<file path="config.mk">
export PLATFORM = sky130hd
export DESIGN_NAME = dispatchTop
export DESIGN_NICKNAME = d
export VERILOG_FILES = /design/src/common/dispatchPkg.sv /design/src/common/dispatchIf.sv /design/src/resourceCheck/resourceCheck.sv /design/src/packetFormer/packetFormer.sv /design/src/source/dispatchLatch.sv /design/src/source/dispatchTop.sv
export VERILOG_INCLUDE_DIRS = /design/src /design/src/common
export SDC_FILE = /design/constraint.sdc
export NUM_CORES = 1
export LEC_CHECK = 0
export BUFFER_PORTS_ARGS = -buffer_cell sky130_fd_sc_hd__buf_2
export CAP_MARGIN = 20
export CELL_PAD_IN_SITES_DETAIL_PLACEMENT = 1
export CELL_PAD_IN_SITES_GLOBAL_PLACEMENT = 1
export CORE_AREA = 8 8 404 406
export DETAILED_ROUTE_END_ITERATION = 10
export DIE_AREA = 0 0 412 414
export GPL_ROUTABILITY_DRIVEN = 0
export PLACE_DENSITY_LB_ADDON = 0.3
export SLEW_MARGIN = 10
export SYNTH_ARGS = -nofsm -noshare
export SYNTH_HDL_FRONTEND = slang
export SYNTH_SLANG_ARGS = --single-unit
</file>
<file path="constraint.sdc">
create_clock -name clk -period 33.1 [get_ports clk]
set_input_delay 0 -clock clk [delete_from_list [all_inputs] [get_ports clk]]
set_output_delay 0 -clock clk [all_outputs]
set_load 0.02 [all_outputs]
</file>
<file path="src/common/dispatch_config.svh">
//##########################################################################
// dispatch stage configuration macros
// group width, checkpoint count, register and field widths
// back-end queue depths with their index widths
//##########################################################################

`ifndef DISPATCH_CONFIG_SVH
`define DISPATCH_CONFIG_SVH

// group and checkpoints
`define DISPATCH_WIDTH        4     // lanes per group
`define CHECKPOINTS           8     // branch mask width
`define CHECKPOINTS_LOG       3     // checkpoint tag width

// instruction fields
`define SIZE_PC               32
`define SIZE_RMT_LOG          5     // logical register index
`define SIZE_PHYSICAL_LOG     7     // physical register index
`define SIZE_IMMEDIATE        16

// back-end queues, count inputs are one bit wider than the index
`define SIZE_LSQ              16    // load queue and store queue depth
`define SIZE_LSQ_LOG          4
`define SIZE_ISSUEQ           32
`define SIZE_ISSUEQ_LOG       5
`define SIZE_ACTIVELIST       64
`define SIZE_ACTIVELIST_LOG   6

`endif

</file>
<file path="src/common/dispatchPkg.sv">
//##########################################################################
// dispatch types
// instruction type enum, renamed instruction packet
// issue queue, active list and load-store queue packets, per-group arrays
//##########################################################################

`include "dispatch_config.svh"

package dispatchPkg;

  typedef enum logic [2:0] {
    ALU     = 3'd0,
    COMPLEX = 3'd1,  // multi-cycle integer
    BRANCH  = 3'd2,
    LOAD    = 3'd3,
    STORE   = 3'd4
  } instType_t;

  typedef logic [`CHECKPOINTS-1:0] branchMask_t;

  // one instruction as it leaves rename
  typedef struct packed {
    logic [`SIZE_PC-1:0]           pc;
    instType_t                     instType;
    branchMask_t                   branchMask;
    logic [`CHECKPOINTS_LOG-1:0]   ctrlTag;     // own checkpoint if a branch
    logic [`SIZE_RMT_LOG-1:0]      logDest;
    logic [`SIZE_PHYSICAL_LOG-1:0] phyDest;
    logic [`SIZE_PHYSICAL_LOG-1:0] oldPhyDest;  // freed at retire
    logic [`SIZE_PHYSICAL_LOG-1:0] phySrc1;
    logic [`SIZE_PHYSICAL_LOG-1:0] phySrc2;
    logic [`SIZE_IMMEDIATE-1:0]    immediate;
  } renamedPkt_t;

  typedef struct packed {
    instType_t                     instType;
    logic                          isLoad;
    logic                          isStore;
    branchMask_t                   branchMask;  // verified bit already cleared
    logic [`CHECKPOINTS_LOG-1:0]   ctrlTag;
    logic [`SIZE_PHYSICAL_LOG-1:0] phyDest;
    logic [`SIZE_PHYSICAL_LOG-1:0] phySrc1;
    logic [`SIZE_PHYSICAL_LOG-1:0] phySrc2;
    logic [`SIZE_IMMEDIATE-1:0]    immediate;
    logic [`SIZE_PC-1:0]           pc;
  } iqPkt_t;

  typedef struct packed {
    logic                          isLoad;
    logic                          isStore;
    logic [`SIZE_PC-1:0]           pc;
    logic [`SIZE_RMT_LOG-1:0]      logDest;
    logic [`SIZE_PHYSICAL_LOG-1:0] phyDest;
    logic [`SIZE_PHYSICAL_LOG-1:0] oldPhyDest;
    logic                          isBranch;
  } alPkt_t;

  typedef struct packed {
    branchMask_t branchMask;
    logic        isStore;
    logic        isLoad;
  } lsqPkt_t;

  // one entry per lane
  typedef renamedPkt_t [`DISPATCH_WIDTH-1:0] renamedGroup_t;
  typedef iqPkt_t      [`DISPATCH_WIDTH-1:0] iqGroup_t;
  typedef alPkt_t      [`DISPATCH_WIDTH-1:0] alGroup_t;
  typedef lsqPkt_t     [`DISPATCH_WIDTH-1:0] lsqGroup_t;
  typedef branchMask_t [`DISPATCH_WIDTH-1:0] maskGroup_t;

endpackage

</file>
<file path="src/common/dispatchIf.sv">
//##########################################################################
// formed back-end packets of one group
// driven by the packet former, sampled by the dispatch latch
//##########################################################################

`timescale 1ns/100ps

`include "dispatch_config.svh"

interface dispatchPktIf
  import dispatchPkg::*;
();

  iqGroup_t   iqPkt;        // issue queue entries
  alGroup_t   alPkt;        // active list entries
  lsqGroup_t  lsqPkt;       // load-store queue entries
  maskGroup_t updatedMask;  // masks after branch verification

  // combinational producer side
  modport former (
    output iqPkt,
    output alPkt,
    output lsqPkt,
    output updatedMask
  );

  // sampled at the accepting edge
  modport latch (
    input iqPkt,
    input alPkt,
    input lsqPkt,
    input updatedMask
  );

endinterface

</file>
<file path="src/resourceCheck/resourceCheck.sv">
//##########################################################################
// resourceCheck
// load and store count of the incoming group, back-end space check
//##########################################################################

`timescale 1ns/100ps

`include "dispatch_config.svh"

module resourceCheck
  import dispatchPkg::*;
(
  input  renamedGroup_t                 renamed_i,
  input  logic [`SIZE_LSQ_LOG:0]        loadQueueCnt_i,   // current load queue occupancy
  input  logic [`SIZE_LSQ_LOG:0]        storeQueueCnt_i,
  input  logic [`SIZE_ISSUEQ_LOG:0]     issueQueueCnt_i,
  input  logic [`SIZE_ACTIVELIST_LOG:0] activeListCnt_i,
  output logic                          stall_o
);

  // one extra bit on every sum so the add never wraps
  localparam int cntW = $clog2(`DISPATCH_WIDTH + 1);
  localparam int lsqSumW = `SIZE_LSQ_LOG + 2;
  localparam int iqSumW = `SIZE_ISSUEQ_LOG + 2;
  localparam int alSumW = `SIZE_ACTIVELIST_LOG + 2;

  localparam logic [lsqSumW-1:0] lsqDepth = lsqSumW'(`SIZE_LSQ);
  localparam logic [iqSumW-1:0] iqDepth = iqSumW'(`SIZE_ISSUEQ);
  localparam logic [alSumW-1:0] alDepth = alSumW'(`SIZE_ACTIVELIST);

  logic [cntW-1:0]    loadCnt;
  logic [cntW-1:0]    storeCnt;
  logic [lsqSumW-1:0] loadSum;
  logic [lsqSumW-1:0] storeSum;
  logic [iqSumW-1:0]  issueSum;
  logic [alSumW-1:0]  activeSum;
  logic               loadStall;
  logic               storeStall;
  logic               issueStall;
  logic               activeStall;

  //########################################################################
  // memory instructions in the group
  //########################################################################
  always_comb begin
    loadCnt  = '0;
    storeCnt = '0;
    for (int i = 0; i < `DISPATCH_WIDTH; i++) begin
      if (renamed_i[i].instType == LOAD) begin
        loadCnt = loadCnt + 1'b1;
      end
      if (renamed_i[i].instType == STORE) begin
        storeCnt = storeCnt + 1'b1;
      end
    end
  end

  //########################################################################
  // space check, a full queue after dispatch is still fine
  //########################################################################
  assign loadSum   = lsqSumW'(loadQueueCnt_i) + lsqSumW'(loadCnt);
  assign storeSum  = lsqSumW'(storeQueueCnt_i) + lsqSumW'(storeCnt);
  // every lane takes an issue queue and an active list slot
  assign issueSum  = iqSumW'(issueQueueCnt_i) + iqSumW'(`DISPATCH_WIDTH);
  assign activeSum = alSumW'(activeListCnt_i) + alSumW'(`DISPATCH_WIDTH);

  assign loadStall   = (loadSum > lsqDepth);
  assign storeStall  = (storeSum > lsqDepth);
  assign issueStall  = (issueSum > iqDepth);
  assign activeStall = (activeSum > alDepth);

  assign stall_o = loadStall | storeStall | issueStall | activeStall;

endmodule

</file>
<file path="src/packetFormer/packetFormer.sv">
//##########################################################################
// packetFormer
// clears the verified checkpoint from each lane's branch mask
// splits every lane into issue queue, active list and LSQ packets
//##########################################################################

`timescale 1ns/100ps

`include "dispatch_config.svh"

module packetFormer
  import dispatchPkg::*;
(
  input  renamedGroup_t               renamed_i,
  input  logic                        ctrlVerified_i,     // a branch resolved correctly
  input  logic [`CHECKPOINTS_LOG-1:0] ctrlVerifiedTag_i,  // its checkpoint
  dispatchPktIf.former                pkt
);

  branchMask_t                clearMask;  // one-hot, zero when nothing verified
  maskGroup_t                 newMask;
  logic [`DISPATCH_WIDTH-1:0] isLoad;
  logic [`DISPATCH_WIDTH-1:0] isStore;
  logic [`DISPATCH_WIDTH-1:0] isBranch;

  //########################################################################
  // branch mask update and type decode
  //########################################################################
  assign clearMask = {{(`CHECKPOINTS-1){1'b0}}, ctrlVerified_i} << ctrlVerifiedTag_i;

  // same rule on every lane
  always_comb begin
    for (int i = 0; i < `DISPATCH_WIDTH; i++) begin
      newMask[i]  = renamed_i[i].branchMask & ~clearMask;
      isLoad[i]   = (renamed_i[i].instType == LOAD);
      isStore[i]  = (renamed_i[i].instType == STORE);
      isBranch[i] = (renamed_i[i].instType == BRANCH);
    end
  end

  //########################################################################
  // back-end packets
  //########################################################################
  always_comb begin
    for (int i = 0; i < `DISPATCH_WIDTH; i++) begin
      // issue queue needs operands and the wakeup tags
      pkt.iqPkt[i].instType   = renamed_i[i].instType;
      pkt.iqPkt[i].isLoad     = isLoad[i];
      pkt.iqPkt[i].isStore    = isStore[i];
      pkt.iqPkt[i].branchMask = newMask[i];
      pkt.iqPkt[i].ctrlTag    = renamed_i[i].ctrlTag;
      pkt.iqPkt[i].phyDest    = renamed_i[i].phyDest;
      pkt.iqPkt[i].phySrc1    = renamed_i[i].phySrc1;
      pkt.iqPkt[i].phySrc2    = renamed_i[i].phySrc2;
      pkt.iqPkt[i].immediate  = renamed_i[i].immediate;
      pkt.iqPkt[i].pc         = renamed_i[i].pc;

      // active list keeps what retire and recovery need
      pkt.alPkt[i].isLoad     = isLoad[i];
      pkt.alPkt[i].isStore    = isStore[i];
      pkt.alPkt[i].pc         = renamed_i[i].pc;
      pkt.alPkt[i].logDest    = renamed_i[i].logDest;
      pkt.alPkt[i].phyDest    = renamed_i[i].phyDest;
      pkt.alPkt[i].oldPhyDest = renamed_i[i].oldPhyDest;
      pkt.alPkt[i].isBranch   = isBranch[i];

      pkt.lsqPkt[i].branchMask = newMask[i];  // for squash on mispredict
      pkt.lsqPkt[i].isStore    = isStore[i];
      pkt.lsqPkt[i].isLoad     = isLoad[i];

      // back to the rename pipeline register while stalled
      pkt.updatedMask[i] = newMask[i];
    end
  end

endmodule

</file>
<file path="src/source/dispatchLatch.sv">
//##########################################################################
// dispatchLatch
// acceptance from rename ready, stall and recovery
// output register for the dispatched group and its valid pulse
//##########################################################################

`timescale 1ns/100ps

`include "dispatch_config.svh"

module dispatchLatch
  import dispatchPkg::*;
(
  input  logic         clk,
  input  logic         rst_i,
  input  logic         renameReady_i,    // rename holds a group
  input  logic         flagRecoverEX_i,  // mispredict recovery in progress
  input  logic         stall_i,          // some queue lacks space
  dispatchPktIf.latch  pkt,
  output logic         backEndReady_o,
  output logic         dispatchValid_o,
  output iqGroup_t     iqPkt_o,
  output alGroup_t     alPkt_o,
  output lsqGroup_t    lsqPkt_o,
  output maskGroup_t   updatedBranchMask_o
);

  logic accept;

  //########################################################################
  // handshake
  //########################################################################
  assign accept = renameReady_i & ~stall_i & ~flagRecoverEX_i;

  assign backEndReady_o = accept;  // same cycle, rename advances on it

  // valid for one cycle per accepting edge
  always_ff @(posedge clk) begin
    if (rst_i) begin
      dispatchValid_o <= 1'b0;
    end else begin
      dispatchValid_o <= accept;
    end
  end

  //########################################################################
  // group register
  //########################################################################
  always_ff @(posedge clk) begin
    if (accept) begin
      iqPkt_o  <= pkt.iqPkt;
      alPkt_o  <= pkt.alPkt;
      lsqPkt_o <= pkt.lsqPkt;
    end
  end

  // masks of a held group, not registered here
  assign updatedBranchMask_o = pkt.updatedMask;

endmodule

</file>
<file path="src/source/dispatchTop.sv">
//##########################################################################
// dispatchTop
// dispatch stage of the four-wide core
// capacity check and packet former side by side, then the output latch
//##########################################################################

`timescale 1ns/100ps

`include "dispatch_config.svh"

module dispatchTop
  import dispatchPkg::*;
(
  input  logic                          clk,
  input  logic                          rst_i,
  input  logic                          renameReady_i,
  input  logic                          flagRecoverEX_i,
  input  logic                          ctrlVerified_i,
  input  logic [`CHECKPOINTS_LOG-1:0]   ctrlVerifiedTag_i,
  input  renamedGroup_t                 renamedPacket_i,
  input  logic [`SIZE_LSQ_LOG:0]        loadQueueCnt_i,
  input  logic [`SIZE_LSQ_LOG:0]        storeQueueCnt_i,
  input  logic [`SIZE_ISSUEQ_LOG:0]     issueQueueCnt_i,
  input  logic [`SIZE_ACTIVELIST_LOG:0] activeListCnt_i,
  output iqGroup_t                      iqPacket_o,
  output alGroup_t                      alPacket_o,
  output lsqGroup_t                     lsqPacket_o,
  output maskGroup_t                    updatedBranchMask_o,
  output logic                          dispatchValid_o,
  output logic                          backEndReady_o,
  output logic                          stallfrontEnd_o
);

  logic stall;

  dispatchPktIf u_pktIf ();

  resourceCheck u_resourceCheck (
    .renamed_i       (renamedPacket_i),
    .loadQueueCnt_i  (loadQueueCnt_i),
    .storeQueueCnt_i (storeQueueCnt_i),
    .issueQueueCnt_i (issueQueueCnt_i),
    .activeListCnt_i (activeListCnt_i),
    .stall_o         (stall)
  );

  packetFormer u_packetFormer (
    .renamed_i         (renamedPacket_i),
    .ctrlVerified_i    (ctrlVerified_i),
    .ctrlVerifiedTag_i (ctrlVerifiedTag_i),
    .pkt               (u_pktIf.former)
  );

  dispatchLatch u_dispatchLatch (
    .clk                 (clk),
    .rst_i               (rst_i),
    .renameReady_i       (renameReady_i),
    .flagRecoverEX_i     (flagRecoverEX_i),
    .stall_i             (stall),
    .pkt                 (u_pktIf.latch),
    .backEndReady_o      (backEndReady_o),
    .dispatchValid_o     (dispatchValid_o),
    .iqPkt_o             (iqPacket_o),
    .alPkt_o             (alPacket_o),
    .lsqPkt_o            (lsqPacket_o),
    .updatedBranchMask_o (updatedBranchMask_o)
  );

  assign stallfrontEnd_o = stall;  // holds decode and rename

endmodule

</file>
; ---- After elaboration in Yosys (flattened, before gate mapping)
; Index checks and enable logic that the tools add are counted.
[classes]
add_sub_neg = 10
order_cmp = 4
eq_ne = 12
shift = 1
mux = 8
bitwise_logic = 12
[op_table]
columns = cell, count
row1 = 8-bit bitwise AND, 4
row2 = "3-bit by 2-bit equality test with 1-bit output, second input constant", 8
row3 = 3-bit two-way mux, 6
row4 = "3-bit by 1-bit adder with 3-bit output, second input constant", 4
row5 = 5-bit by 3-bit adder with 6-bit output, 2
row6 = "3-bit equality test, second input constant", 4
row7 = "6-bit by 5-bit > comparator with 1-bit output, second input constant", 2
row8 = "7-bit by 3-bit adder with 8-bit output, second input constant", 1
row9 = "8-bit by 7-bit > comparator with 1-bit output, second input constant", 1
row10 = 8-bit NOT, 1
row11 = 1-bit by 3-bit left shift with 8-bit output, 1
row12 = "6-bit by 3-bit adder with 7-bit output, second input constant", 1
row13 = "7-bit by 6-bit > comparator with 1-bit output, second input constant", 1
row14 = "1-bit by 1-bit adder with 2-bit output, second input constant", 2
row15 = 1-bit OR, 3
row16 = 1-bit bitwise AND, 2
row17 = 1-bit two-way mux, 2
row18 = 1-bit NOT, 2
[word_totals]
reg_bits = 393
input_bits = 411
word_cells = 100

; ---- Depth between registers and ports, before layout
[logic_depth]
ltp_word = 16
ltp_mapped = 13

; ---- Modules after synthesis
; From an unflattened synthesis, not the netlist that was laid out.
[hier_totals]
cells_unflattened = 1354
hier_area_um2 = 23663.9
[modules_own_cells]
columns = mod, instances, cells_per_inst, area_each_um2, seq_area_each_um2
row1 = dispatchLatch, 1, 631, 18179.9, 17917.2
row2 = packetFormer, 1, 636, 4814.6, 0.0
row3 = resourceCheck, 1, 87, 669.4, 0.0

; ---- Worst setup path after synthesis
; OpenSTA, ideal clock, no wires.
[synth_path]
kind = input to register
startpoint = in renamedPacket_i[155] (netlist name)
endpoint = reg u_dispatchLatch.alPkt_o[0] (netlist name), enable pin
setup_ns = 1.648
arrival_time_ns = 29.354
required_time_ns = 31.452
path_slack_ns = 2.099
cell_stages = 12
path_buffers = 0
cell_sequence = nor3b_1 -> ha_1 -> xor2_1 -> ha_1 -> mux2_2 -> inv_1 -> fa_1 -> xnor2_1 -> nor4bb_1 -> mux2i_1 -> a211o_1 -> nor3_1
[synth_between]
elab_chain_len = 14
word_cells_on_any_way = 22
[synth_rtl]
columns = element, line_no
row1 = from (decl), dispatchTop.sv:20  ; input renamedGroup_t renamedPacket_i,
row2 = 3-bit by 2-bit equality test with 1-bit output / 3-bit equality test (equally long branches), "resourceCheck.sv:49, resourceCheck.sv:52"
row3 = 3-bit two-way mux (on tied branches), "resourceCheck.sv:49, resourceCheck.sv:52"
row4 = 3-bit by 1-bit adder with 3-bit output (on tied branches), "resourceCheck.sv:50, resourceCheck.sv:53"
row5 = 3-bit two-way mux (on tied branches), "resourceCheck.sv:49, resourceCheck.sv:52"
row6 = 3-bit by 1-bit adder with 3-bit output (on tied branches), "resourceCheck.sv:50, resourceCheck.sv:53"
row7 = 3-bit two-way mux (on tied branches), "resourceCheck.sv:49, resourceCheck.sv:52"
row8 = 5-bit by 3-bit adder with 6-bit output (on tied branches), "resourceCheck.sv:61, resourceCheck.sv:62"
row9 = 6-bit by 5-bit > comparator with 1-bit output (on tied branches), "resourceCheck.sv:67, resourceCheck.sv:68"
row10 = 1-bit OR (*) (3 in series), resourceCheck.sv:72  ; assign stall_o = loadStall | storeStall | issueStall | activeStall;
row11 = 1-bit NOT (*), dispatchLatch.sv:33  ; assign accept = renameReady_i & ~stall_i & ~flagRecoverEX_i;
row12 = 1-bit bitwise AND (*) (2 in series), dispatchLatch.sv:33
row13 = via backEndReady_o, dispatchTop.sv:30  ; output logic backEndReady_o,
row14 = to (signal assigned), dispatchLatch.sv:52  ; alPkt_o <= pkt.alPkt;
row15 = to (decl), dispatchLatch.sv:23  ; output alGroup_t alPkt_o,
; The timed path passes the listed nets; every way through them passes the cells marked *.
; A chain may end at the register's enable or synchronous reset.

; ---- Worst setup path after layout
[layout_path]
startpoint = in renamedPacket_i[155] (netlist name)
endpoint = reg u_dispatchLatch.iqPkt_o[115] (netlist name), enable pin
[layout_between]
elab_chain_len = 14
word_cells_on_any_way = 22
[layout_rtl]
columns = element, line_no
row1 = 3-bit equality test (*), n/a
row2 = via u_dispatchLatch.pkt.alPkt[106], dispatchIf.sv:30  ; input alPkt,
row3 = 3-bit two-way mux (*), resourceCheck.sv:52  ; if (renamed_i[i].instType == STORE) begin
row4 = 3-bit by 1-bit adder with 3-bit output, resourceCheck.sv:53  ; storeCnt = storeCnt + 1'b1;
row5 = 3-bit two-way mux (*), resourceCheck.sv:52
row6 = 3-bit by 1-bit adder with 3-bit output, resourceCheck.sv:53
row7 = 3-bit two-way mux (*), resourceCheck.sv:52
row8 = 5-bit by 3-bit adder with 6-bit output (*), resourceCheck.sv:62  ; assign storeSum = lsqSumW'(storeQueueCnt_i) + lsqSumW'(storeCnt);
row9 = 6-bit by 5-bit > comparator with 1-bit output (*), resourceCheck.sv:68  ; assign storeStall = (storeSum > lsqDepth);
row10 = 1-bit OR (*) (3 in series), resourceCheck.sv:72
row11 = 1-bit NOT (*), dispatchLatch.sv:33
row12 = 1-bit bitwise AND (*) (2 in series), dispatchLatch.sv:33
row13 = to (signal assigned), dispatchLatch.sv:51  ; iqPkt_o <= pkt.iqPkt;
row14 = to (decl), dispatchLatch.sv:22  ; output iqGroup_t iqPkt_o,
; Marked as above.

==> results.sh <==
export IMPL_outcome="finished, final reports clean"
export IMPL_htree_num_levels=2
export IMPL_combPwrFrac=0.098
export IMPL_clockPowerShare=0.457
export IMPL_dieArea_um2=171000
export IMPL_die_h_um=414
export IMPL_synth_seq_area_share=0.826
export IMPL_slowest_stage="buf_4"
export IMPL_cp_common_cell="buf_4"
export IMPL_cts_resized_gates=0
export IMPL_cts_path_max_buffers=3
export IMPL_min_period_ns=6.46
export IMPL_grt_max_degree=123
export IMPL_relSlewSlack=0.369
export IMPL_yosys_area_top_type="edfxtp_1"
export IMPL_fin_setup_tns_ns=0
export IMPL_wire_per_inst_um=20.9
export IMPL_endpoint_kind="flop"
export IMPL_grt_use_total=0.0967
export IMPL_cp_data_arrival_time_ns=6.73
export IMPL_initialDrtViolationCount=547
export IMPL_area_growth_pct=86.8
export IMPL_drc_errors=0
export IMPL_syn_area_um2=14300
export IMPL_synth_area_leaders="edfxtp_1 82%, buf_4 11%, ha_1 1.1%, nor2b_1 0.79%, and2_1 0.70%"
export IMPL_cts_root_buf="clkbuf_16"
export IMPL_power_leakage_nw=10.7
export IMPL_dp_hpwl_um=72900
export IMPL_core_area_um2=157000
export IMPL_p_per_area_nw_per_um2=47.4
export IMPL_cts_made_buffers=50
export IMPL_required_ns=33.37
export IMPL_cap_violations=0
export IMPL_yosys_register_bits=393
export IMPL_finalCritPeriodShare=0.195
export IMPL_p_switching_mw=0.301
export IMPL_design_area_um2=26700
export IMPL_synth_cell_type_count=34
export IMPL_rsz0062_at_grt="no"
export IMPL_nNetsFinal=2474
export IMPL_whs_ns=0.0628
export IMPL_synth_edf_count=392
export IMPL_clock_fmax_mhz=155
export IMPL_initial_core_util=0.0908
export IMPL_regArea_um2=11800
export IMPL_critPathLaunchType="input pin"
export IMPL_die_w_um=412
export IMPL_peakVddDrop_v=0.0000312
export IMPL_vias=11775
export IMPL_drt_wl_total_um=87500
export IMPL_slowest_delay_ns=0.83
export IMPL_clk_pin_slew_ns=0.06
export IMPL_grt_pass1_wl_um=114000
export IMPL_dp_cells=3640
export IMPL_cts_tree="done"
export IMPL_crit_family="buffers and inverters"
export IMPL_ant_nets=0
export IMPL_first_pass_iters=4
export IMPL_ios=1042
export IMPL_switching_share=0.238
export IMPL_hold_viol_final=0
export IMPL_ys_warn_count=0
export IMPL_path_max_fanout=68
export IMPL_instances_no_fill=4179
export IMPL_place_port_buffers=1041
export IMPL_slew_violations=0
export IMPL_hp_class="input pin to flop"
export IMPL_async_flop_share=0
export IMPL_dpl_instance_area_um2=20600
export IMPL_synthFlopType="edfxtp_1"
export IMPL_drive_gt1_frac=0.538
export IMPL_cts_sinks=393
export IMPL_p_seq_frac=0.445
export IMPL_synth_avg_cell_area_um2=19.7
export IMPL_path_class="input pin to flop"
export IMPL_multi_input_area_um2=923
export IMPL_overflow=0
export IMPL_post_drt_via_cell_ratio=2.82
export IMPL_finalSetupViolCount=0
export IMPL_rows=146
export IMPL_synth_nets=1150
export IMPL_synth_top_cell_area_share=0.825
export IMPL_fillCellCount=18052
export IMPL_post_cts_buffers=0
export IMPL_path_cells="dlygate4sd3_1 -> buf_2 -> nor3b_1 -> ha_1 -> xor2_1 -> ha_1 -> mux2_2 -> inv_1 -> fa_1 -> xnor2_1 -> nor4b_1 -> mux2i_1 -> a211o_1 -> nor3_2 -> buf_4 -> buf_4 -> buf_4 -> buf_4"
export IMPL_antenna_found_initial=63
export IMPL_synth_cells=725
export IMPL_cp_num_buf_inv=7
export IMPL_grt_pass1_vias=13152
export IMPL_worstMarginPinSlew_ns=0.946
export IMPL_internal_power_mw=0.962
## flip-flops by register name, summed over array words and instances, names as in the netlist
signal                           flops
u_dispatchLatch.lsqPkt_o             8
u_dispatchLatch.dispatchValid_o      1
u_dispatchLatch.alPkt_o             93
u_dispatchLatch.iqPkt_o            291
## power by group through the flow
stage	combinational (mW)	sequential, mW	clock, mW
after global routing	0.133	0.562	0.621
after detailed placement	0.0786	0.572	0
after CTS	0.127	0.562	0.607
final	0.124	0.562	0.578
after floorplan	0.0239	0.585	0
after global placement	0.0775	0.572	0
## layout make-up
class,count,area share
sequential,393,0.442
timing repair buffer,1476,0.359
tap,2072,0.0972
clock buffer,57,0.0479
multi-input combinational,120,0.0346
clock inverter,35,0.0165
antenna,18,0.00169
inverter,8,0.00113
## routing by layer
layer  track usage  up-vias  wire (um)
met5             0        -         27
met4        0.0324        4       2460
met3        0.0329      132       7520
met2         0.169      645      43500
met1         0.110     5829      34000
li1              -     5165          -
## synthesized netlist by cell type, types with 2 or more instances
master and count:
ha_1 12, mux2_2 2, nor4bb_1 2, xnor2_1 5, mux2i_1 2, and3b_1 3
fa_1 2, xor2_1 5, a21oi_1 3, nor3_1 3, nor2b_1 18, nand4_1 4
inv_1 8, o21ai_0 3, nand2b_1 2, and2_1 16, nand3b_1 2, nand4b_1 3
nor2_1 4, nor4b_1 2, nor3b_1 10, a21o_1 2, edfxtp_1 392, nand2_1 7
buf_4 204
## repair_timing
action	CTS	global route
endpoints found under the setup margin	0	0
hold endpoints to repair	394	0
hold buffers	429	0
## per-stage QoR
step / power, mW / util / setup slack [ns]
floorplan: 0.609 / - / 2.10
global placement: 0.650 / 0.131 / 26.54
detailed placement: 0.651 / 0.131 / 26.40
CTS: 1.30 / 0.169 / 26.67
global route: 1.32 / 0.170 / 26.18
finish: 1.26 / 0.170 / 26.64
## cells by family after synthesis
| kind of cell | after synthesis | synth area share |
|---|---|---|
| flops | 393 | 0.826 |
| buf+inv | 212 | 0.109 |
| simple gates | 80 | 0.0367 |
| fa+ha+maj | 14 | 0.0133 |
| compound gates | 12 | 0.00517 |
| xor+xnor | 10 | 0.00614 |
| mux | 4 | 0.00298 |
## worst paths after layout
path,start,to,slack (ns),depth (start not counted)
worst min-delay path,renamedPacket_i[28],u_dispatchLatch.iqPkt_o[60]$_DFFE_PP_,0.06,2
worst max-delay path,renamedPacket_i[155],u_dispatchLatch.iqPkt_o[115]$_DFFE_PP_,26.64,18
## layout by cell type (no fill, tap or decap), drive strengths merged, types with 9 or more instances in the layout
master,instances
buf,1047
clkbuf,57
inv,9
nor3b,11
clkinv,26
and2,16
dlygate4sd3,429
nor2b,18
edfxtp,392
diode,18
ha,12
(Power assumes the default switching activity.)
